===== src/hdl/eeprom_pkg.sv =====
package eeprom_pkg;

    localparam int mem_addr_w = 11;
    localparam int mem_depth  = 2048;

    localparam logic [3:0] dev_code_eeprom = 4'b1010;

    localparam logic [31:0] reg_ctrl   = 32'h0;
    localparam logic [31:0] reg_addr   = 32'h4;
    localparam logic [31:0] reg_wdata  = 32'h8;
    localparam logic [31:0] reg_status = 32'hc;

    typedef enum logic [1:0] {
        cmd_start,
        cmd_stop,
        cmd_write_bit,
        cmd_read_bit
    } bus_cmd_e;

    typedef enum logic [3:0] {
        seq_idle,
        seq_start,
        seq_send_byte,
        seq_get_ack,
        seq_restart,
        seq_recv_byte,
        seq_send_nack,
        seq_stop,
        seq_done
    } seq_state_e;

    typedef enum logic [2:0] {
        sl_idle,
        sl_ctrl_byte,
        sl_addr_byte,
        sl_data_in,
        sl_data_out,
        sl_ack_out,
        sl_ack_in,
        sl_wait_stop
    } slave_state_e;

endpackage


===== src/hdl/i2c_bit_ctrl.sv =====
`timescale 1ns/1ps

module i2c_bit_ctrl
    import eeprom_pkg::*;
#(
    parameter int SCL_QUARTER = 4
)
(
    input  logic     sda,
    input  logic     rst,
    input  bus_cmd_e cmd,
    input  logic     cmd_bit,
    input  logic     cmd_valid,
    output logic     cmd_ready,
    output logic     read_bit,
    output logic     scl,
    output logic     master_pull,
    input  logic     sdat
);

    localparam int qw = $clog2(SCL_QUARTER);

    logic          active;
    logic [1:0]    phase;
    logic [qw-1:0] qcnt;
    logic          q_end;
    bus_cmd_e      cur_cmd;

    assign q_end = active && (qcnt == qw'(SCL_QUARTER - 1));

    always_ff @(posedge sda)
    begin
        if (rst)
        begin
            active      <= 1'b0;
            phase       <= 2'd0;
            qcnt        <= '0;
            cmd_ready   <= 1'b0;
            scl         <= 1'b1;
            master_pull <= 1'b0;
        end
        else
        begin
            cmd_ready <= 1'b0;
            if (!active)
            begin
                if (cmd_valid && !cmd_ready) // Old command still shown during ready
                begin
                    active <= 1'b1;
                    phase  <= 2'd0;
                    qcnt   <= '0;
                    case (cmd)
                        cmd_stop:      master_pull <= 1'b1;
                        cmd_write_bit: master_pull <= !cmd_bit;
                        default:       master_pull <= 1'b0;
                    endcase
                end
            end
            else if (q_end)
            begin
                qcnt  <= '0;
                phase <= phase + 2'd1;
                case (phase)
                    2'd0: scl <= 1'b1;
                    2'd1:
                    begin
                        if (cur_cmd == cmd_start)
                            master_pull <= 1'b1; // Start condition
                        else if (cur_cmd == cmd_stop)
                            master_pull <= 1'b0; // Stop condition
                    end
                    2'd2:
                    begin
                        if (cur_cmd != cmd_stop)
                            scl <= 1'b0;
                    end
                    default:
                    begin
                        active    <= 1'b0;
                        cmd_ready <= 1'b1;
                    end
                endcase
            end
            else
                qcnt <= qcnt + 1'b1;
        end
    end

    always_ff @(posedge sda)
    begin
        if (!active && cmd_valid)
            cur_cmd <= cmd;
        if (q_end && phase == 2'd2)
            read_bit <= sdat; // Sampled at the end of scl high
    end

endmodule


===== config.mk =====
export PLATFORM = sky130hd
export DESIGN_NAME = i2c_bit_ctrl
export DESIGN_NICKNAME = d
export VERILOG_FILES = /design/src/hdl/eeprom_pkg.sv /design/src/hdl/i2c_bit_ctrl.sv
export SDC_FILE = /design/constraint.sdc
export NUM_CORES = 1
export LEC_CHECK = 0
export ABC_AREA = 1
export BUFFER_PORTS_ARGS = -buffer_cell sky130_fd_sc_hd__buf_4
export CAP_MARGIN = 5
export CORE_AREA = 2 2 39 41
export DETAILED_ROUTE_END_ITERATION = 10
export DIE_AREA = 0 0 41 43
export PLACE_DENSITY = 0.67
export SKIP_LAST_GASP = 1
export SLEW_MARGIN = 40
export SYNTH_ARGS = -nofsm -noshare
export SYNTH_HDL_FRONTEND = slang
export SYNTH_SLANG_ARGS = --single-unit

===== constraint.sdc =====
create_clock -name sda -period 3.2 [get_ports sda]
set_input_delay 0.16 -clock sda [delete_from_list [all_inputs] [get_ports sda]]
set_output_delay 0.16 -clock sda [all_outputs]
set_load 0.03 [all_outputs]

* After elaboration in Yosys (flattened, before gate mapping)
Index checks and enable logic that the tools add are counted.
** Cells by class
- Bitwise logic cells :: 2
- $add $sub $neg :: 2
- Reduce and logical (&&, ||, !) cells :: 16
- Equality and inequality tests :: 11
- Muxes and demuxes :: 19
** Operators by type and width (number)
- $mux 1 :: 12
- $mux 2 :: 5
- $reduce_and 4->1 :: 2
- $eq 2x1->1 const B :: 3
- $eq 2x2->1 const B :: 3
- $ne 2x1->1 const B :: 3
- $reduce_or 3->1 :: 2
- $add 2x1->2 const B :: 2
- $logic_and 1x1->1 :: 4
- $logic_not 2->1 :: 2
- $pmux 1 s2 :: 2
- $reduce_bool 2->1 :: 2
- $logic_not 1->1 :: 3
- $ne 3x1->1 const B :: 1
- $ne 2x2->1 const B :: 1
- $not 1->1 :: 2
- $reduce_and 2->1 :: 1
** Word-level totals
- Logic and storage cells :: 58
- Flip-flop bits (word level) :: 11

* Depth between registers and ports, before layout
- Depth after elaboration :: 6
- Depth in mapped cells :: 8
- Gate-level depth less buffers :: 8

* Worst setup path after synthesis
OpenSTA, ideal clock, no wires.
- Path kind :: reg-to-reg
- Start point :: reg qcnt[0]
- End point :: reg read_bit, enable pin
- Clock period less this slack :: 1.014 ns
- Required time :: 2.901 ns
- Data arrival time :: 0.716 ns
- Buffers on the path :: 0
- Setup time :: 0.299 ns
- Cell stages (with the launch flop) :: 4
- Slack :: 2.186 ns
- Cells stage by stage :: dfxtp_1 > ha_1 > nand2_4 > nor2_1
** Between the ends
- Word-level cells in the longest chain between the ends :: 3
** Ends and longest elaborated chain
- from (decl) :: line i2c_bit_ctrl.sv:25 : logic [qw-1:0] qcnt;
- from (signal assigned) :: line i2c_bit_ctrl.sv:85 : qcnt <= qcnt + 1'b1;
- $eq 2x2->1 :: line i2c_bit_ctrl.sv:29 : assign q_end = active && (qcnt == qw'(SCL_QUARTER - 1));
- $logic_and 1x1->1 :: line i2c_bit_ctrl.sv:29
- $logic_and 1x1->1 :: line i2c_bit_ctrl.sv:93 : if (q_end && phase == 2'd2)
- to (signal assigned) :: line i2c_bit_ctrl.sv:94 : read_bit <= sdat;
- to (decl) :: line i2c_bit_ctrl.sv:15 : output logic read_bit,
Every way passes these cells.
A chain may end at the register's enable or synchronous reset.

* Final worst setup path
- Start point :: reg qcnt[0]
- End point :: reg active
** Between the ends
- Word-level cells in the longest chain between the ends :: 4
** Ends and longest elaborated chain
- $eq 2x2->1 :: line i2c_bit_ctrl.sv:29
- $logic_and 1x1->1 :: line i2c_bit_ctrl.sv:29
- $mux 1 :: line i2c_bit_ctrl.sv:59 : else if (q_end)
- $mux 1 :: line i2c_bit_ctrl.sv:45 : if (!active)
- to (signal assigned) :: line i2c_bit_ctrl.sv:35 : active <= 1'b0;
- to (signal assigned) :: line i2c_bit_ctrl.sv:49 : active <= 1'b1;
- to (signal assigned) :: line i2c_bit_ctrl.sv:79 : active <= 1'b0;
- to (decl) :: line i2c_bit_ctrl.sv:23 : logic active;
Every way passes these cells.

==> summary.md <==
| Metric | Value |
|---|---|
| Worst-margin pin slew | 0.266 ns |
| Seq/Total Area, Yosys | 0.412 |
| DIE HEIGHT | 43 µm |
| CTS tree | yes |
| Vias in the first global route | 409 |
| Main combinational cell family by area after synthesis | simple AND/OR/NAND/NOR gates |
| First-pass GRT wire length | 1600 µm |
| Combinational share of power | 0.115 |
| Post-CTS sizing | 0 |
| Net Switching | 0.0640 mW |
| DRC marker count from the first detailed-route iteration | 15 |
| Post-Route Utilization | 0.527 |
| Net Count, Synth | 91 |
| Via count | 481 |
| Lkg Pwr | 0.378 nW |
| Clk pwr share | 0.330 |
| Area of the core | 0.00138 mm² |
| # nets final | 106 |
| Crit path launch type | flip-flop |
| Dpl hpwl | 792 µm |
| Setup TNS | 0 ns |
| DR WL/cell | 9.24 µm |
| Max-slew violation count | 0 |
| Hold crit path type | input port to flip-flop |
| Fillers | 139 |
| Cells after synthesis | 77 |
| Synth Register Bits | 11 |
| Mapped cell area | 608 µm² |
| Initial antenna violation count | 0 |
| Endpoints failing hold | 0 |
| # IOs | 11 |
| Ys Warns | 0 |
| Worst r2r src | qcnt[0] |
| Clock slew at reported path FFs | 0.07 ns |
| Count of hold buffers inserted by post-cts repair | 0 |
| Crit path time final | 1.07 ns |
| DRC | 0 |
| Max-Cap Viols | 0 |
| Fin crit share | 0.334 |
| Layout area overhead | 20.0% |
| Post-synthesis compound-gate area fraction | 0.0720 |
| Commonest non-fill, non-tap cell in the layout | inv_1 |
| Worst path arrival time | 1.22 ns |
| Slew headroom | 0.822 |
| Clock Sinks | 11 |
| 1st-pass router iterations | 4 |
| Peak supply drop | 0.241 mV |
| Die footprint | 0.00176 mm² |
| Initial cell density of the core | 0.439 |
| Commonest non-fill, non-tap cells in the layout | inv_1, nor2_1, nand2_1, buf_4, dfxtp_1 |
| Critical path type | flip-flop to flip-flop |
| Post-Synth Adder-Cell Area | 0.144 |
| Post-Synth XOR/XNOR Area | 0 |
| Die X | 41 µm |
| GPL Wtd Cong | 0.775 |
| Post-Synth Simple-Gate Area | 0.259 |
| GRT Resource Usage Total | 0.139 |
| FMAX | 936 MHz |
| Layout cells sized above 1 | 0.220 |
| RSZ-0062 raised after global routing | no |
| Mux cell area share after synthesis | 0 |
| R2r setup slk | 2.13 ns |
| Grt ovf | 0 |
| CTS buffer count | 3 |
| Vias per cell | 4.50 |
| Int Power | 0.210 mW |
| Outcome | completed |
| Crit-path max FO | 7 |
| R2R cell count | 5 |
| Crit. End Element | flip-flop |
| Avg Cell Area, Syn | 7.90 µm² |
| Clock Latency Late Sink | 0.26 ns |
| Critical Path RT | 3.35 ns |
| Post-CTS setup buffer count | 0 |
| Row count | 14 |
| Worst R2R End | active |
| Routed WL | 989 µm |
| Cell area power density | 376 mW/mm² |
| Hold path depth | 1 |
| Fin Clk Skew | 0.00265 ns |
| # diodes | 0 |
| Hold_sp | sdat |
| Unique cell type count in the Yosys netlist | 16 |
| Hold EP | read_bit |
| Net Sw Frac | 0.233 |
| H-tree depth | 1 |
| Final setup violation count | 0 |
| PortBufs | 10 |
| Routed Antenna Nets | 0 |
| Clock buffer depth | 2 |
| Largest net degree at the start of global routing | 8 |
| Clock Tree Root | clkbuf_4 |
| Flop pwr share | 0.555 |
-- routing by layer --
metal  vias to the layer above  global-route usage  wire [µm]
met3                         0              0.0942         72
li1                        265                   -          -
met2                        12               0.178        427
met4                         0              0.0400          0
met5                         -                   0          0
met1                       204               0.186        489
-- Yosys cell counts --
cell type / n / area share
nand2_2: 1 / 0.010
nand3_2: 2 / 0.033
inv_1: 15 / 0.093
inv_2: 1 / 0.0062
nand3_1: 4 / 0.033
edfxtp_1: 3 / 0.15
dfxtp_1: 8 / 0.26
a21oi_1: 3 / 0.025
nand2_1: 12 / 0.074
and3_1: 1 / 0.010
a21oi_2: 1 / 0.014
nor2_1: 13 / 0.080
ha_1: 7 / 0.14
clkinv_4: 1 / 0.014
o21ai_1: 4 / 0.033
nand2_4: 1 / 0.019
-- per-stage QoR --
stage	cells	cell area [µm²]	power, mW	hold slack [ns]	setup WS [ns]
2_1_floorplan	77	608	0.174	0.222	2.19
3_3_place_gp	103	703	0.186	0.341	2.15
3_5_place_dp	103	703	0.187	0.341	2.13
4_1_cts	107	729	0.279	0.0674	2.12
5_1_grt	107	729	0.293	0.0521	2.03
6_report	107	729	0.274	0.0736	2.13
-- sequential cells by signal, indices dropped and copies added (netlist names) --
name         count
scl              1
cmd_ready        1
phase            2
qcnt             2
master_pull      1
cur_cmd          2
active           1
read_bit         1
-- final cells by class --
cell class	count	area, µm²	share of cell area
Multi-Input combinational cell	49	289	0.396
Timing Repair Buffer	10	75.1	0.103
Inverter	17	68.8	0.0943
Sequential cell	11	250	0.343
Tap cell	16	20.0	0.0274
Clock buffer	4	26.3	0.0360
-- worst max-delay path: stages (launching register included) --
cell and delay [ns]:
dfxtp_1 0.35, ha_1 0.22, nand2_4 0.10, clkinv_4 0.07, nand2_1 0.07, and3_1 0.15
-- cell families after synthesis --
family | Yosys count
adders and majority gates | 7
DFF | 11
AOI/OAI and AO/OA | 8
and+or+nand+nor | 34
buffers and inverters | 17
-- power groups by stage --
stage | Combinational, mW | Sequential [mW] | Clock, mW
after floorplan | 0.0176 | 0.157 | 0
after global placement | 0.0310 | 0.155 | 0
after detailed placement | 0.0316 | 0.156 | 0
after CTS | 0.0318 | 0.152 | 0.0949
after global routing | 0.0363 | 0.153 | 0.104
final | 0.0316 | 0.152 | 0.0905
-- worst max-delay path by stage --
stage,startpoint,cells after the start,to,slack [ns]
after floorplan,qcnt[0],3,read_bit,2.19
after global placement,qcnt[0],3,read_bit,2.15
after detailed placement,qcnt[0],3,read_bit,2.13
after CTS,qcnt[0],3,read_bit,2.12
after global routing,qcnt[0],6,master_pull,2.03
final,qcnt[0],5,active,2.13
Note: power is estimated with default switching activity, not from simulation.
