File: config.mk
export PLATFORM = sky130hd
export DESIGN_NAME = i2c_xfer_seq
export DESIGN_NICKNAME = d
export VERILOG_FILES = /design/src/hdl/eeprom_pkg.sv /design/src/hdl/i2c_xfer_seq.sv
export SDC_FILE = /design/constraint.sdc
export NUM_CORES = 1
export LEC_CHECK = 0
export BUFFER_PORTS_ARGS = -buffer_cell sky130_fd_sc_hd__buf_2
export CAP_MARGIN = 20
export CELL_PAD_IN_SITES_DETAIL_PLACEMENT = 1
export CELL_PAD_IN_SITES_GLOBAL_PLACEMENT = 1
export CORE_MARGIN = 1
export CORE_UTILIZATION = 35
export DETAILED_ROUTE_END_ITERATION = 6
export GPL_TIMING_DRIVEN = 0
export PLACE_DENSITY_LB_ADDON = 0.1
export SETUP_SLACK_MARGIN = 0.3
export SLEW_MARGIN = 20
export SYNTH_ARGS = -nofsm -noshare
export SYNTH_HDL_FRONTEND = slang
export SYNTH_SLANG_ARGS = --single-unit
export TNS_END_PERCENT = 1
File: constraint.sdc
create_clock -name sda -period 2.1 [get_ports sda]
set_input_delay 0.42 -clock sda [delete_from_list [all_inputs] [get_ports sda]]
set_output_delay 0.42 -clock sda [all_outputs]
set_load 0.02 [all_outputs]
File: src/hdl/eeprom_pkg.sv
package eeprom_pkg;

    localparam int mem_addr_w = 11;
    localparam int mem_depth  = 2048;

    localparam logic [3:0] dev_code_eeprom = 4'b1010;

    localparam logic [31:0] reg_ctrl   = 32'h0;
    localparam logic [31:0] reg_addr   = 32'h4;
    localparam logic [31:0] reg_wdata  = 32'h8;
    localparam logic [31:0] reg_status = 32'hc;

    typedef enum logic [1:0] {
        cmd_start,
        cmd_stop,
        cmd_write_bit,
        cmd_read_bit
    } bus_cmd_e;

    typedef enum logic [3:0] {
        seq_idle,
        seq_start,
        seq_send_byte,
        seq_get_ack,
        seq_restart,
        seq_recv_byte,
        seq_send_nack,
        seq_stop,
        seq_done
    } seq_state_e;

    typedef enum logic [2:0] {
        sl_idle,
        sl_ctrl_byte,
        sl_addr_byte,
        sl_data_in,
        sl_data_out,
        sl_ack_out,
        sl_ack_in,
        sl_wait_stop
    } slave_state_e;

endpackage

File: src/hdl/i2c_xfer_seq.sv
`timescale 1ns/1ps

module i2c_xfer_seq
    import eeprom_pkg::*;
(
    input  logic                  sda,
    input  logic                  rst,
    input  logic                  start,
    input  logic                  rnw,
    input  logic [3:0]            dev_code,
    input  logic [mem_addr_w-1:0] addr,
    input  logic [7:0]            wdata_byte,
    output logic                  done,
    output logic                  nack,
    output logic [7:0]            rdata_byte,
    output bus_cmd_e              cmd,
    output logic                  cmd_bit,
    output logic                  cmd_valid,
    input  logic                  cmd_ready,
    input  logic                  read_bit
);

    seq_state_e            state;
    logic [2:0]            bit_cnt;
    logic [1:0]            byte_idx; // 0 ctrl, 1 address, 2 data, 3 read ctrl
    logic [7:0]            shift;
    logic                  rnw_q;
    logic [3:0]            dev_q;
    logic [mem_addr_w-1:0] addr_q;
    logic [7:0]            wdata_q;

    assign done = (state == seq_done);

    always_comb
    begin
        cmd       = cmd_write_bit;
        cmd_bit   = 1'b1;
        cmd_valid = 1'b1;
        case (state)
            seq_start,
            seq_restart:   cmd = cmd_start;
            seq_send_byte: cmd_bit = shift[7];
            seq_get_ack,
            seq_recv_byte: cmd = cmd_read_bit;
            seq_send_nack: cmd_bit = 1'b1; // Master nack ends the read
            seq_stop:      cmd = cmd_stop;
            default:       cmd_valid = 1'b0;
        endcase
    end

    always_ff @(posedge sda)
    begin
        if (rst)
        begin
            state    <= seq_idle;
            bit_cnt  <= 3'd7;
            byte_idx <= 2'd0;
            nack     <= 1'b0;
        end
        else
        begin
            case (state)
                seq_idle:
                    if (start)
                    begin
                        rnw_q    <= rnw;
                        dev_q    <= dev_code;
                        addr_q   <= addr;
                        wdata_q  <= wdata_byte;
                        shift    <= {dev_code, addr[mem_addr_w-1:8], 1'b0};
                        byte_idx <= 2'd0;
                        nack     <= 1'b0;
                        state    <= seq_start;
                    end
                seq_start:
                    if (cmd_ready)
                        state <= seq_send_byte;
                seq_send_byte:
                    if (cmd_ready)
                    begin
                        shift   <= {shift[6:0], 1'b0};
                        bit_cnt <= bit_cnt - 3'd1; // Wraps back to 7 after the last bit
                        if (bit_cnt == 3'd0)
                            state <= seq_get_ack;
                    end
                seq_get_ack:
                    if (cmd_ready)
                    begin
                        if (read_bit)
                        begin
                            nack  <= 1'b1;
                            state <= seq_stop;
                        end
                        else
                        begin
                            case (byte_idx)
                                2'd0:
                                begin
                                    shift    <= addr_q[7:0];
                                    byte_idx <= 2'd1;
                                    state    <= seq_send_byte;
                                end
                                2'd1:
                                begin
                                    shift    <= wdata_q;
                                    byte_idx <= 2'd2;
                                    state    <= rnw_q ? seq_restart : seq_send_byte;
                                end
                                2'd2:    state <= seq_stop;
                                default: state <= seq_recv_byte;
                            endcase
                        end
                    end
                seq_restart:
                    if (cmd_ready)
                    begin
                        shift    <= {dev_q, addr_q[mem_addr_w-1:8], 1'b1};
                        byte_idx <= 2'd3;
                        state    <= seq_send_byte;
                    end
                seq_recv_byte:
                    if (cmd_ready)
                    begin
                        rdata_byte <= {rdata_byte[6:0], read_bit}; // MSB arrives first
                        bit_cnt    <= bit_cnt - 3'd1;
                        if (bit_cnt == 3'd0)
                            state <= seq_send_nack;
                    end
                seq_send_nack:
                    if (cmd_ready)
                        state <= seq_stop;
                seq_stop:
                    if (cmd_ready)
                        state <= seq_done;
                default:
                    state <= seq_idle;
            endcase
        end
    end

endmodule

Word-level counts from Yosys, hierarchy flattened
Cells that the tools add are included.
Widths: inputs -> output; s select.
Word-level totals
  word-level logic and storage cells: 85
  bits in registers: 50
Cells by class
  bitwise logic cells: 1
  $add $sub $neg: 1
  reduce and logical (&&, ||, !) cells: 17
  eq/ne operators: 23
  mux-type cells: 33
Operators by type and width (count)
  $mux 8: 5
  $mux 4: 9
  $pmux 8 s4: 1
  $pmux 4 s7: 1
  $ne 2x2->1 const B: 11
  $eq 4x3->1 const B: 4
  $pmux 8 s2: 1
  $pmux 2 s3: 2
  $pmux 3 s3: 1
  $reduce_and 9->1: 1
  $eq 4x2->1 const B: 2
  $mux 2: 4
  $reduce_and 8->1: 1
  $reduce_or 7->1: 1
  $mux 3: 2
  $reduce_and 3->1: 2
  $reduce_and 6->1: 1
  $reduce_or 2->1: 3
  $mux 1: 5
  $eq 4x1->1 const B: 1
  $eq 4x4->1 const B: 1
  $logic_not 4->1: 1
  $pmux 2 s2: 1
  $reduce_and 4->1: 1
  other kinds (13): 13

Depth between registers and ports, before layout
  depth after elaboration: 5
  mapped depth: 7
  depth with buffers taken out: 7

Worst setup path after synthesis
No wires, ideal clock.
  path type: register -> register
  start: register state[2]
  end: register addr_q[0], enable pin
  arrival: 1745 ps
  required time: 1695 ps
  setup time: 405 ps
  cell stages (with the launch flop): 4
  path slack: -49 ps
  cells stage by stage: dfxtp_1 > nor2_1 > nand3_1 > nor2_1
On the way
  cells in the longest elaborated chain, start to end: 2
Ends and longest elaborated chain
  from (decl): RTL line i2c_xfer_seq.sv:23  | seq_state_e state;
  from (signal assigned): RTL line i2c_xfer_seq.sv:55  | state <= seq_idle;
  from (signal assigned): RTL line i2c_xfer_seq.sv:73  | state <= seq_start;
  from (signal assigned): RTL line i2c_xfer_seq.sv:77  | state <= seq_send_byte;
  $logic_not 4->1: RTL line i2c_xfer_seq.sv:62  | case (state)
  $reduce_and 3->1 (no line)
  to (signal assigned): RTL line i2c_xfer_seq.sv:68  | addr_q <= addr;
  to (decl): RTL line i2c_xfer_seq.sv:29  | logic [mem_addr_w-1:0] addr_q;
No other way between the ends.
A chain may end at the register's enable or synchronous reset.

Worst setup path after layout
  start: register state[1]
  end: output port cmd[1]
On the way
  cells in the longest elaborated chain, start to end: 3
  elaborated cells on any way between the ends: 8
  classes of those cells: eq/ne: 5; mux: 1; reduce/logical: 2
Ends and longest elaborated chain
  $eq 4x3->1, or another cell as far along: RTL line i2c_xfer_seq.sv:39  | case (state)
  $reduce_or 2->1
  $pmux 2 s3 (*): RTL line i2c_xfer_seq.sv:39
  to (decl): RTL line i2c_xfer_seq.sv:16  | output bus_cmd_e cmd,
Every way passes the cells marked *; elsewhere a longest branch is shown, timed or not.

==> impl_metrics.env <==
export IMPL_synth_fp_nets=201
export IMPL_slew_violations=0
export IMPL_clock_skew_ps=11.7
export IMPL_synth_ff_type="edfxtp_1"
export IMPL_hold_path_class="in2reg"
export IMPL_hold_depth=1
export IMPL_path_clk_slew_ps=100
export IMPL_die_w_um=81.7
export IMPL_cp_start_kind="register"
export IMPL_synth_top_area_share_pct=54.0
export IMPL_antenna_found_initial=0
export IMPL_crit_type="reg2out"
export IMPL_drtPass1Iterations=4
export IMPL_vdd_ir_drop_max_uv=349
export IMPL_drt_iter0_drc=67
export IMPL_n_antenna_cell=0
export IMPL_core_area_um2=6030
export IMPL_die_area_um2=6680
export IMPL_yosysWarnings=0
export IMPL_timing_final_crit_period_ps=1940
export IMPL_drcViolationCount=0
export IMPL_cts_buffers_inserted=5
export IMPL_clk_latency_ps=310
export IMPL_dp_hpwl_um=3890
export IMPL_finalSetupTns_ps=0
export IMPL_grt_overflow=0
export IMPL_wire_per_inst_um=19.7
export IMPL_root_buffer="clkbuf_8"
export IMPL_avgSynthCellArea_um2=13.1
export IMPL_ys_ff_latch=50
export IMPL_ant_nets=0
export IMPL_end_kind="primary output"
export IMPL_timing_final_crit_share_pct=92.5
export IMPL_synth_edf_count=40
export IMPL_drv_cap=0
export IMPL_async_reset_ff_share_pct=0
export IMPL_finalHoldViolations=0
export IMPL_syn_cell_area_um2=2230
export IMPL_fp_dieH_um=81.7
export IMPL_slew_headroom_pct=54.6
export IMPL_rsz0062_at_grt="yes"
export IMPL_numPortBuffers=40
export IMPL_num_rows=28
export IMPL_routed_wl_um=5930
export IMPL_vias=1658
export IMPL_fin_nets=256
export IMPL_grt_max_degree=25
export IMPL_h_tree_depth=2
export IMPL_reg2reg_depth=5
export IMPL_grt_pass1_wl_um=8730
export IMPL_p_leak_nw=1.07
export IMPL_yosys_top_cells_area="edfxtp_1 54%, dfxtp_1 9.0%, a221o_1 3.6%"
export IMPL_total_power_w=0.00254
export IMPL_worstMarginPinSlew_ps=680
export IMPL_required_ps=1680
export IMPL_cts_tree="yes"
export IMPL_setup_viol=0
export IMPL_synth_distinct_cells=46
export IMPL_status="finished, final reports clean"
export IMPL_ys_seq_area_share_pct=63.0
export IMPL_area_delta_synth_final_pct=27.4
export IMPL_syn_inst=170
export IMPL_track_usage_pct=18.3
export IMPL_p_per_area_nw_per_um2=895
export IMPL_grt_pass1_vias=1721
export IMPL_fmax_mhz=515
export IMPL_gp_congestion=0.848
export IMPL_arrival_ps=1520
export IMPL_cts_sinks=50
export IMPL_routed_via_density=5.51
export IMPL_initial_core_util_pct=36.9
export IMPL_synth_largest_area_cell="edfxtp_1"
export IMPL_critPathMaxFanout=6
export IMPL_clock_path_buffers=2
export IMPL_ios=43
export IMPL_layout_drive_gt1_share_pct=37.2
[logic make-up (layout without fill, tap and decap cells)]
logic type / after synthesis / count (layout) / synth area share (%)
AOI/OAI and AO/OA: 51 / 51 / 18.5
DFF: 50 / 50 / 63.0
and+or+nand+nor: 46 / 47 / 12.0
buffers and inverters: 17 / 72 / 3.60
muxes: 3 / 3 / 1.35
adders and majority gates: 2 / 2 / 1.12
xor gates and xnor gates: 1 / 1 / 0.394
[layer usage]
metal	vias up	wire [um]	share of wire, %	track usage, %
li1	774	-	-	-
met5	-	0	0	0
met2	36	3210	54	34.1
met4	0	38	0.64	5.79
met1	843	2440	41	20.8
met3	5	244	4.1	3.33
[registers in the layout, indices dropped and copies added, names as in the netlist]
| name | cells |
|---|---|
| bit_cnt | 3 |
| rnw_q | 1 |
| byte_idx | 2 |
| shift | 8 |
| rdata_byte | 8 |
| nack | 1 |
| addr_q | 11 |
| state | 4 |
| dev_q | 4 |
| wdata_q | 8 |
[cell type report]
class | count | area (um^2)
buffer | 11 | 91.3
clock buffer | 6 | 82.6
clock inverter | 2 | 38.8
fill | 652 | 3190
inverter | 6 | 22.5
multi-input combinational | 104 | 826
sequential | 50 | 1410
tap | 75 | 93.8
timing repair buffer | 47 | 274
[cell usage after synthesis (3+ instances only)]
library cell  instances
o21bai_1              3
o2bb2ai_1             8
a211o_1               3
mux2i_1               3
a22oi_1               7
clkbuf_1              5
dfxtp_1              10
nor3b_1               4
inv_1                 6
nand2b_1              4
o21ai_0               7
and3_1                4
buf_2                 4
nor3_1                3
nand2_1               4
a221o_1               8
edfxtp_1             40
nor2_1               13
[path summary, 6_finish.rpt]
path / from / to / slack [ps]
hold / removal: addr[5] / addr_q[5] / 280
setup / recovery: state[1] / cmd[1] / 160
hold reg to reg: rdata_byte[2] / rdata_byte[3] / 460
setup reg to reg: state[2] / shift[0] / 210
[power by group]
group	internal [W]	switching, W	leakage [nW]
Clock	0.000393	0.000342	0.0618
Combinational	0.000266	0.000333	0.554
Sequential	0.00117	0.0000328	0.452
Total	0.00183	0.000709	1.07
[cells in the final DEF, fill, tap and decap left out, types with 3 or more instances in the layout]
master,n
a211o_1,3
a221o_1,8
a22oi_1,7
and3_1,4
buf_2,39
buf_4,8
buf_6,4
clkbuf_1,4
clkbuf_8,6
dfxtp_1,7
edfxtp_1,40
inv_1,6
mux2i_1,3
nand2b_1,4
nor2_1,10
nor2_4,3
nor3b_1,3
o21ai_0,7
o21bai_1,3
o2bb2ai_1,8
[repair_timing]
item | in CTS | in global routing
hold buffers | 0 | 0
buffers inserted | 6 | 1
gates cloned | 0 | 1
pin swaps | 3 | 6
endpoints found under the setup margin | 47 | 56
gates resized for setup | 24 | 10
[through the flow]
step	instances	utilization, %	hold WS (ps)	setup WS [ps]	instance area, um^2
after global routing	301	47.1	276	110	2840
after global placement	285	41.9	437	-162	2520
after CTS	299	45.8	275	140	2760
final	301	47.1	285	158	2840
after detailed placement	285	41.9	448	-159	2530
after floorplan	170	-	435	326	2230
[critical path, cell delays in order, from the launching register on]
cell and delay, ps:
dfxtp_4 380, buf_8 130, and2b_4 170, buf_8 120
nor3b_4 160, o21bai_1 80, buf_4 160
Note: power is estimated with default switching activity, not from simulation.
