$ cat src/hdl/eeprom_pkg.sv
package eeprom_pkg;

    localparam int mem_addr_w = 11;
    localparam int mem_depth  = 2048;

    localparam logic [3:0] dev_code_eeprom = 4'b1010;

    localparam logic [31:0] reg_ctrl   = 32'h0;
    localparam logic [31:0] reg_addr   = 32'h4;
    localparam logic [31:0] reg_wdata  = 32'h8;
    localparam logic [31:0] reg_status = 32'hc;

    typedef enum logic [1:0] {
        cmd_start,
        cmd_stop,
        cmd_write_bit,
        cmd_read_bit
    } bus_cmd_e;

    typedef enum logic [3:0] {
        seq_idle,
        seq_start,
        seq_send_byte,
        seq_get_ack,
        seq_restart,
        seq_recv_byte,
        seq_send_nack,
        seq_stop,
        seq_done
    } seq_state_e;

    typedef enum logic [2:0] {
        sl_idle,
        sl_ctrl_byte,
        sl_addr_byte,
        sl_data_in,
        sl_data_out,
        sl_ack_out,
        sl_ack_in,
        sl_wait_stop
    } slave_state_e;

endpackage

$ cat src/hdl/eeprom_axil_regs.sv
`timescale 1ns/1ps

module eeprom_axil_regs
    import eeprom_pkg::*;
(
    input  logic                  sda,
    input  logic                  rst,
    input  logic [31:0]           awaddr,
    input  logic                  awvalid,
    output logic                  awready,
    input  logic [31:0]           wdata,
    input  logic [3:0]            wstrb,
    input  logic                  wvalid,
    output logic                  wready,
    output logic [1:0]            bresp,
    output logic                  bvalid,
    input  logic                  bready,
    input  logic [31:0]           araddr,
    input  logic                  arvalid,
    output logic                  arready,
    output logic [31:0]           rdata,
    output logic [1:0]            rresp,
    output logic                  rvalid,
    input  logic                  rready,
    output logic                  start,
    output logic                  rnw,
    output logic [3:0]            dev_code,
    output logic [mem_addr_w-1:0] addr,
    output logic [7:0]            wdata_byte,
    input  logic                  done,
    input  logic                  nack,
    input  logic [7:0]            rdata_byte
);

    logic        busy;
    logic        stat_nack;
    logic [7:0]  stat_rdata;
    logic        wr_en;
    logic [31:0] rd_mux;

    assign bresp = 2'b00;
    assign rresp = 2'b00;
    assign wr_en = awready && (wstrb == 4'hf); // Partial writes complete but change nothing

    always_comb
    begin
        case (araddr)
            reg_ctrl:   rd_mux = {24'h0, dev_code, 2'b00, rnw, 1'b0}; // Go always reads 0
            reg_addr:   rd_mux = {{(32 - mem_addr_w){1'b0}}, addr};
            reg_wdata:  rd_mux = {24'h0, wdata_byte};
            reg_status: rd_mux = {16'h0, stat_rdata, 6'h0, stat_nack, busy};
            default:    rd_mux = 32'h0;
        endcase
    end

    always_ff @(posedge sda)
    begin
        if (rst)
        begin
            awready    <= 1'b0;
            wready     <= 1'b0;
            bvalid     <= 1'b0;
            arready    <= 1'b0;
            rvalid     <= 1'b0;
            start      <= 1'b0;
            busy       <= 1'b0;
            stat_nack  <= 1'b0;
            stat_rdata <= 8'h00;
            rnw        <= 1'b0;
            dev_code   <= dev_code_eeprom;
            addr       <= '0;
            wdata_byte <= 8'h00;
        end
        else
        begin
            awready <= awvalid && wvalid && !bvalid && !awready;
            wready  <= awvalid && wvalid && !bvalid && !awready;
            if (awready)
                bvalid <= 1'b1;
            else if (bready)
                bvalid <= 1'b0;

            arready <= arvalid && !rvalid && !arready;
            if (arready)
                rvalid <= 1'b1;
            else if (rready)
                rvalid <= 1'b0;

            start <= 1'b0;
            if (wr_en)
            begin
                case (awaddr)
                    reg_ctrl:
                    begin
                        rnw      <= wdata[1];
                        dev_code <= wdata[7:4];
                        if (wdata[0] && !busy)
                        begin
                            start <= 1'b1;
                            busy  <= 1'b1;
                        end
                    end
                    reg_addr:  addr       <= wdata[mem_addr_w-1:0];
                    reg_wdata: wdata_byte <= wdata[7:0];
                    default:   ; // Status and unmapped offsets
                endcase
            end

            if (done)
            begin
                busy       <= 1'b0;
                stat_nack  <= nack;
                stat_rdata <= rdata_byte;
            end
        end
    end

    always_ff @(posedge sda)
    begin
        if (arready)
            rdata <= rd_mux; // Held until the next accepted read
    end

endmodule

$ cat config.mk
export PLATFORM = sky130hd
export DESIGN_NAME = eeprom_axil_regs
export DESIGN_NICKNAME = d
export VERILOG_FILES = /design/src/hdl/eeprom_pkg.sv /design/src/hdl/eeprom_axil_regs.sv
export SDC_FILE = /design/constraint.sdc
export NUM_CORES = 1
export LEC_CHECK = 0
export BUFFER_PORTS_ARGS = -buffer_cell sky130_fd_sc_hd__buf_4
export CAP_MARGIN = 20
export CORE_MARGIN = 2
export CORE_UTILIZATION = 41
export CTS_CLUSTER_SIZE = 28
export DETAILED_ROUTE_END_ITERATION = 6
export PLACE_DENSITY = 0.8
export SLEW_MARGIN = 15
export SYNTH_ARGS = -nofsm -noshare
export SYNTH_HDL_FRONTEND = slang
export SYNTH_SLANG_ARGS = --single-unit
$ cat constraint.sdc
create_clock -name sda -period 1.9 [get_ports sda]
set_input_delay 0.285 -clock sda [delete_from_list [all_inputs] [get_ports sda]]
set_output_delay 0.285 -clock sda [all_outputs]
set_load 0.005 [all_outputs]
# After elaboration in Yosys (flattened, before gate mapping)
# Cells that the tools add are included.
[word_totals]
elab_cells = 49
mem_bits_rw = 0
mem_bits_ro = 0
inputBits = 117
mem_count = 0
register_bits = 71
out_inout_bits = 66
latchBits = 0
[classes]
n_div = 0
order_cmp = 0
mul = 0
shifts = 0
bitwise = 2
muxes = 6
reduce_logical = 22
eq_ne = 6
n_addsub = 0
[ops]
columns = ["cell", "count"]
rows = [
  ["equality test 32 x 4 -> 1 bit, second input constant", 3],
  ["equality test 32 x 3 -> 1 bit, second input constant", 2],
  ["logical NOT 32 bit", 2],
  ["one-hot mux 16 bit (4 select lines)", 1],
  ["logical AND 1 bit", 7],
  ["AND reduction 2 bit", 3],
  ["logical NOT 1 bit", 5],
  ["2-to-1 mux 1 bit", 5],
  ["equality test 4 bit, second input constant", 1],
  ["nonzero test 2 bit", 2],
  ["AND reduction 3 bit", 1],
  ["OR reduction 3 bit", 1],
  ["inverter 1 bit", 2],
  ["OR reduction 2 bit", 1],
]

# Depth between registers and ports, before layout
# Gate-level depths: netlist (run 1).
[depth]
ltp_word = 4
mapped_depth = 6
ltp_nobuf = 4

# Worst setup path before layout (run 1)
# No wires, ideal clock.
[synth_timing]
kind = "input to register"
startpoint = "in awaddr[9]"
endpoint = "reg addr[4]"
path_buffers = 1
path_slack_ns = 0.110
required_ns = 1.828
stages = 5
arrival_ns = 1.719
setup_time_ns = 0.072
cell_sequence = "or4_4 > nor4_4 > and4_4 > buf_12 > mux2i_1"
[synth_via]
elab_chain_len = 2
[synth_lines]
columns = ["item", "line_no", "rtl"]
rows = [
  ["start, declared", "eeprom_axil_regs.sv:8", "input logic [31:0] awaddr,"],
  ["equality test 32 x 3 -> 1 bit", "eeprom_axil_regs.sv:92", "case (awaddr)"],
  ["AND reduction 2 bit (no line)", "-", ""],
  ["end signal, assigned", "eeprom_axil_regs.sv:103", "reg_addr: addr <= wdata[mem_addr_w-1:0];"],
  ["end, declared", "eeprom_axil_regs.sv:28", "output logic [mem_addr_w-1:0] addr,"],
]
# Every way passes these cells.
# A chain may end at the register's enable or synchronous reset.

# Worst setup path after layout (run 1)
[layout_timing]
startpoint = "in awaddr[9]"
endpoint = "reg addr[8]"
# The elaborated chain is that of the path after synthesis.

==> results of run 1 <==
power by group:
part           total (mW)  internal (mW)  switching, mW
Combinational       0.303          0.190          0.113
Clock               0.652          0.264          0.388
Sequential           1.25           1.23         0.0128
cells in the final DEF (no fill, tap or decap), drive strengths merged:
| master | n |
|---|---|
| buf | 147 |
| dfxtp | 39 |
| mux2i | 37 |
| nand2b | 33 |
| nor2 | 23 |
| conb | 20 |
| edfxtp | 16 |
| nor4 | 12 |
| nor3 | 10 |
| and4 | 8 |
| a21oi | 6 |
| clkbuf | 5 |
| mux2 | 4 |
| nor2b | 4 |
| nand2 | 4 |
| nand4 | 4 |
| and3 | 3 |
| a22oi | 3 |
| or4 | 3 |
| inv | 2 |
| clkinv | 2 |
| mux4 | 1 |
| and2 | 1 |
| nand4b | 1 |
| nor4b | 1 |
| o21ai | 1 |
| clkinvlp | 1 |
worst register-to-register path: stages, from the launching register on:
cell and delay (ns):
dfxtp_1 0.40, nand2_1 0.11, nor4_4 0.35, and4_4 0.44, mux2i_1 0.22
synth_stat cells (all sizes together):
master | count | area (µm²)
dfxtp | 39 | 781
mux2i | 37 | 370
nand2b | 33 | 206
buf | 24 | 186
nor2 | 23 | 86.3
edfxtp | 16 | 480
nor4 | 12 | 90.1
nor3 | 10 | 55.1
and4 | 8 | 72.6
clkbuf | 8 | 30.0
a21oi | 6 | 30.0
mux2 | 4 | 45.0
nand2 | 4 | 15.0
nand4 | 4 | 40.0
nor2b | 4 | 25.0
a22oi | 3 | 22.5
and3 | 3 | 18.8
or4 | 3 | 26.3
inv | 2 | 7.51
and2 | 1 | 6.26
conb | 1 | 3.75
mux4 | 1 | 22.5
nand4b | 1 | 8.76
nor4b | 1 | 8.76
o21ai | 1 | 5.00
registers in the layout (all words and copies together), names as in the netlist:
signal,count
busy,1
rvalid,1
bvalid,1
stat_rdata,8
wdata_byte,8
addr,11
wready,1
stat_nack,1
dev_code,4
start,1
arready,1
rdata,16
rnw,1
final timing paths:
| kind | depth (start not counted) | end | slack, ns |
|---|---|---|---|
| max | 5 | addr[8] | 0.26 |
| min | 3 | wready | 0.21 |
| max reg2reg | 4 | addr[8] | 0.32 |
| min reg2reg | 1 | arready | 0.46 |
routing by layer:
metal,wire length (µm),global-route usage
met1,2570,0.208
met2,3270,0.310
met3,410,0.0374
met4,79,0.0587
met5,0,0
cell type report:
class	instances	area, µm²	share of cell area
inverters	2	7.51	0.00198
clock buffers	5	68.8	0.0181
well taps	77	96.3	0.0254
flip-flops and latches	55	1260	0.333
clock inverters	3	25.0	0.00660
multi-input cells	179	1230	0.324
repair buffers	147	1100	0.291
kinds of logic after synthesis:
family | share of synthesized area
compound gates | 0.0218
buf+inv | 0.0847
flops | 0.477
mux | 0.166
other cells | 0.00142
simple gates | 0.249
==> impl_results.md, run 1 <==
* Vias per std cell at about 4.8
* H-Tree Depth at 2
* Iteration-0 DRC Markers at 61
* Hold_buf cts at 0
* Core Region at around 0.0063 mm²
* CP max-delay cell: or4_4
* Buffer count from post-CTS setup fixing at 0
* WL/cell at ~14 µm
* Largest net degree at the start of global routing at between 50 and 60
* Seq/Total Area, Yosys at 0.477
* Final period util at 0.862
* Slowest stage delay, CP at between 0.5 and 0.6 ns
* Number of synthesized register bits at between 50 and 60
* Remaining routing DRC violations at 0
* Final core occ at 0.604
* Cell area after layout at about 0.0038 mm²
* PnR Total Power at between 2 and 2.5 mW
* Detail Placement HPWL at 4980 µm
* Drt first pass iters at 4
* Dpl cell area at 0.00370 mm²
* Num Clock Sinks at 55
* CTS max path bufs at 2
* CP arrival at 1.88 ns
* CTS clk-pin slew, worst paths at approximately 0.1 ns
* P per Cell Area at 581 mW/mm²
* Crit-path leading delay family: simple AND/OR/NAND/NOR gates
* Final WS setup at 0.262 ns
* CP required at 2.14 ns
* Vias in the first global route at approximately 2200
* Buf/Inv on CP at 1
* Ports at 183
* Total GRT Usage at 0.174
* Mapped Area at roughly 0.0026 mm²
* Initial antenna violation count at 0
* Post_cts resized at 0
* Number of failing hold endpoints at the final stage at 0
* Dpl ws at -0.0788 ns
* Die height at 84.3 µm
* CP max FO at 11
* I/O Buffers at about 140
* Total wire length at 6320 µm
* Initial core utilization at 0.421
* Layout cell share with drive strength beyond 1 at 0.422
* Post-Syn Instances at 249
* Root buffer cell: clkbuf_8
* Status: finished clean
* Total of max-cap violations at 0
* Critical Path Source: awaddr[9]
* Clock latency at the later pin of the worst-skew pair at between 0.3 and 0.4 ns
* Leak Pwr at 1.73 nW
* RSZ-0062 raised after global routing: false
* Setup Viol. Count Final at 0
* Die area at just over 0.007 mm²
* Yosys cell types at 33
* Placed cells at 460
* Hold_sp: wvalid
* Die Wd at 84.3 µm
* Startpoint class of the critical path: input pin
* Max-slew violation count at 0
* Syn avg cell area at 10.6 µm²
* Critical path type: input pin to flip-flop
* Worst path cell trace: buf_4, or4_4, nor4_4, and4_4, mux2i_1
* Synth-to-layout area growth at 43.4%
* Worst Hold Class: input pin to flip-flop
* # fillers at 550
* YS warnings at 0
* Fmax at slightly above 600 MHz
* Reg-to-reg critical path startpoint: wready
* Max VDD drop at around 0.34 mV
* Crit path time final at approximately 1.6 ns
* Post-route ant nets at 0
* Setup_tns at 0 ns
* Final GP Congestion at approximately 0.73
* Antenna cells at 0
* Num CTS Buffers at 5
* Global-route wire length before repair at ~10000 µm
* Via count of the routed design at ~2300
* Worst setup EP type: flip-flop
* Grt total ovfl at 0
* Clock Skew at around 0.0080 ns
* Row Count at 29
* Worst hold margin at approximately 0.21 ns
* CTS tree: yes
* Layout Cells excl Fill at between 400 and 500
* Nets at between 500 and 600
No activity file was read; power rests on OpenSTA's default activity.
==> run 2: changes to the inputs <==
Settings changed: CORE_MARGIN 2 to default, TNS_END_PERCENT from default to 5.
==> impl_results.md, run 2 (synthesis results as in run 1) <==
* Worst Tran Pin Value at 0.527 ns
* Worst path cell trace: buf_4, or4_4, nor4_4, buf_4, and4_4, mux2i_1
* Max VDD drop at 0.302 mV (-12%)
* Iteration-0 DRC Markers at 52 (-15%)
* RSZ-0062 raised after global routing: false
* Sw frac at 0.214 (-0.0189)
* Highest metal used: met4
* CP max-delay cell: or4_4
* Commonest non-fill, non-tap cell in the layout: buf_4
* Max-slew violation count at 0 (unchanged)
* CTS tree: yes
* Crit path top cell by count: buf_4
* Status: finished clean
* WL/cell at 13.1 µm (-3.4%)
* I/O Buffers at 141 (unchanged)
* Worst hold margin at 0.200 ns (-0.00645 ns)
* P_sw at 0.494 mW (-3.8%)
* Crit-path leading delay family: simple AND/OR/NAND/NOR gates
* Clock Skew at 0.00538 ns (-0.00261 ns)
* P per Cell Area at 605 mW/mm² (+4.1%)
* PnR Total Power at 2.30 mW (+4.7%)
* Post_cts resized at 0 (unchanged)
* Remaining routing DRC violations at 0 (unchanged)
* Buffer count from post-CTS setup fixing at 0 (unchanged)
* Internal at 1.81 mW (+7.2%)
* CP max FO at 11 (unchanged)
* Detail Placement HPWL at 4800 µm (-3.6%)
* Startpoint class of the critical path: input pin
* CP required at 2.14 ns (about the same)
* Drt first pass iters at 4 (unchanged)
* Largest registers: rdata x16, addr x11
* Seq pwr share at 0.541 (-0.025)
* Placed cells at 459 (-0.22%)
* Row Count at 28 (-3.4%)
* Largest net degree at the start of global routing at 52 (unchanged)
* Post-route ant nets at 0 (unchanged)
* Cell area after layout at 0.00381 mm² (+0.49%)
* Number of failing hold endpoints at the final stage at 0 (unchanged)
* WL met2 at 3170 µm (-2.9%)
* Initial antenna violation count at 0 (unchanged)
* Global-route wire length before repair at 9130 µm (-9.8%)
* CP arrival at 1.91 ns (+0.03 ns)
* CTS max path bufs at 2 (unchanged)
* Most frequent cells in the layout: buf_4 (148), dfxtp_1 (39), mux2i_1 (37)
* Die height at 82.3 µm (-2.4%)
* Buf/Inv on CP at 2 (+1)
* Dpl cell area at 0.00370 mm² (+0.14%)
* H-Tree Depth at 2 (unchanged)
* Vias in the first global route at 2015 (-10%)
* Worst Hold Class: input pin to flip-flop
* Routed length on met1 at 2400 µm (-6.4%)
* Critical path type: input pin to flip-flop
* Ports at 183 (unchanged)
* Core Region at 0.00606 mm² (-3.4%)
* Leak Pwr at 1.75 nW (+0.96%)
* Fmax at 598 MHz (-2.0%)
* Final GP Congestion at 0.760 (+4.2%)
* Antenna cells at 0 (unchanged)
* Root buffer cell: clkbuf_8
* Clock latency at the later pin of the worst-skew pair at 0.30 ns (about the same)
* Crit path time final at 1.67 ns (+0.0339 ns)
* Setup_tns at 0 ns (unchanged)
* Final period util at 0.880 (+0.0178)
* Worst rel slew slack at 0.648
* Gate power share at 0.131 (-0.007)
* Grt total ovfl at 0 (unchanged)
* Biggest register: rdata
* Initial core utilization at 0.436 (+0.0150)
* Met3 routed WL at 456 µm (+11%)
* Slowest stage delay, CP at 0.53 ns (about the same)
* Die area at 0.00677 mm² (-4.7%)
* Num Clock Sinks at 55 (unchanged)
* Total wire length at 6100 µm (-3.6%)
* Nets at 508 (+0.20%)
* Layout Cells excl Fill at 467 (-0.21%)
* Hold_buf cts at 0 (unchanged)
* # fillers at 528 (-4.0%)
* Layout cell share with drive strength beyond 1 at 0.421 (-0.00108)
* Clock Power Share at 0.328 (+0.032)
* Die Wd at 82.3 µm (-2.4%)
* Total GRT Usage at 0.182 (+0.00743)
* Num CTS Buffers at 5 (unchanged)
* Worst setup EP type: flip-flop
* CTS clk-pin slew, worst paths at 0.10 ns (about the same)
* Total of max-cap violations at 0 (unchanged)
* Via count of the routed design at 2245 (-1.0%)
* Max FFs per register at 16 (unchanged)
* Synth-to-layout area growth at 44.2%
* Vias per std cell at 4.81 (-0.80%)
* Setup Viol. Count Final at 0 (unchanged)
[run 2: cell types whose count changed in the layout (fill, tap and decap cells not counted)]
cell	before	now
bufinv_16	0	1
buf_4	147	148
clkinv_2	0	1
clkinvlp_4	1	0
clkinv_1	0	1
clkinv_4	2	0
[run 2: layout make-up]
class | count | area, µm² | area share
Multi-Input combinational cell | 179 | 1230 | 0.323
Sequential cell | 55 | 1260 | 0.331
Clock inverter | 3 | 38.8 | 0.0102
Tap cell | 75 | 93.8 | 0.0246
Inverter | 2 | 7.51 | 0.00197
Timing Repair Buffer | 148 | 1110 | 0.292
Clock buffer | 5 | 68.8 | 0.0181
[run 2: layer usage]
metal  vias to the layer above  GRT usage
met5                         -          0
met4                         0     0.0526
met1                      1011      0.204
met3                         5     0.0396
li1                       1129          -
met2                       100      0.341
[run 2: path summary, 6_finish.rpt]
check / endpoint / depth (start not counted) / slack (ns) / startpoint
hold / removal: wready / 3 / 0.20 / wvalid
hold reg to reg: arready / 1 / 0.45 / rvalid
setup / recovery: addr[8] / 6 / 0.23 / awaddr[9]
setup reg to reg: addr[8] / 5 / 0.27 / wready
[run 2: metrics by stage]
| step | utilization | setup WS, ns |
|---|---|---|
| floorplan | - | 0.110 |
| detailed placement | 0.611 | -0.0992 |
| CTS | 0.629 | 0.209 |
| global route | 0.629 | 0.154 |
| finish | 0.629 | 0.229 |
| global placement | 0.611 | -0.0619 |
[run 2: power groups by stage]
stage / clock [mW] / combinational [mW] / sequential [mW]
6_report: 0.756 / 0.303 / 1.25
5_1_grt: 0.812 / 0.331 / 1.25
4_1_cts: 0.770 / 0.305 / 1.25
3_5_place_dp: 0 / 0.305 / 1.27
3_3_place_gp: 0 / 0.299 / 1.27
2_1_floorplan: 0 / 0.126 / 1.28
[run 2: tightest hold or removal path, cell delays in order]
cell	delay [ns]
buf_4	0.11
nand2_1	0.05
nor4_1	0.04
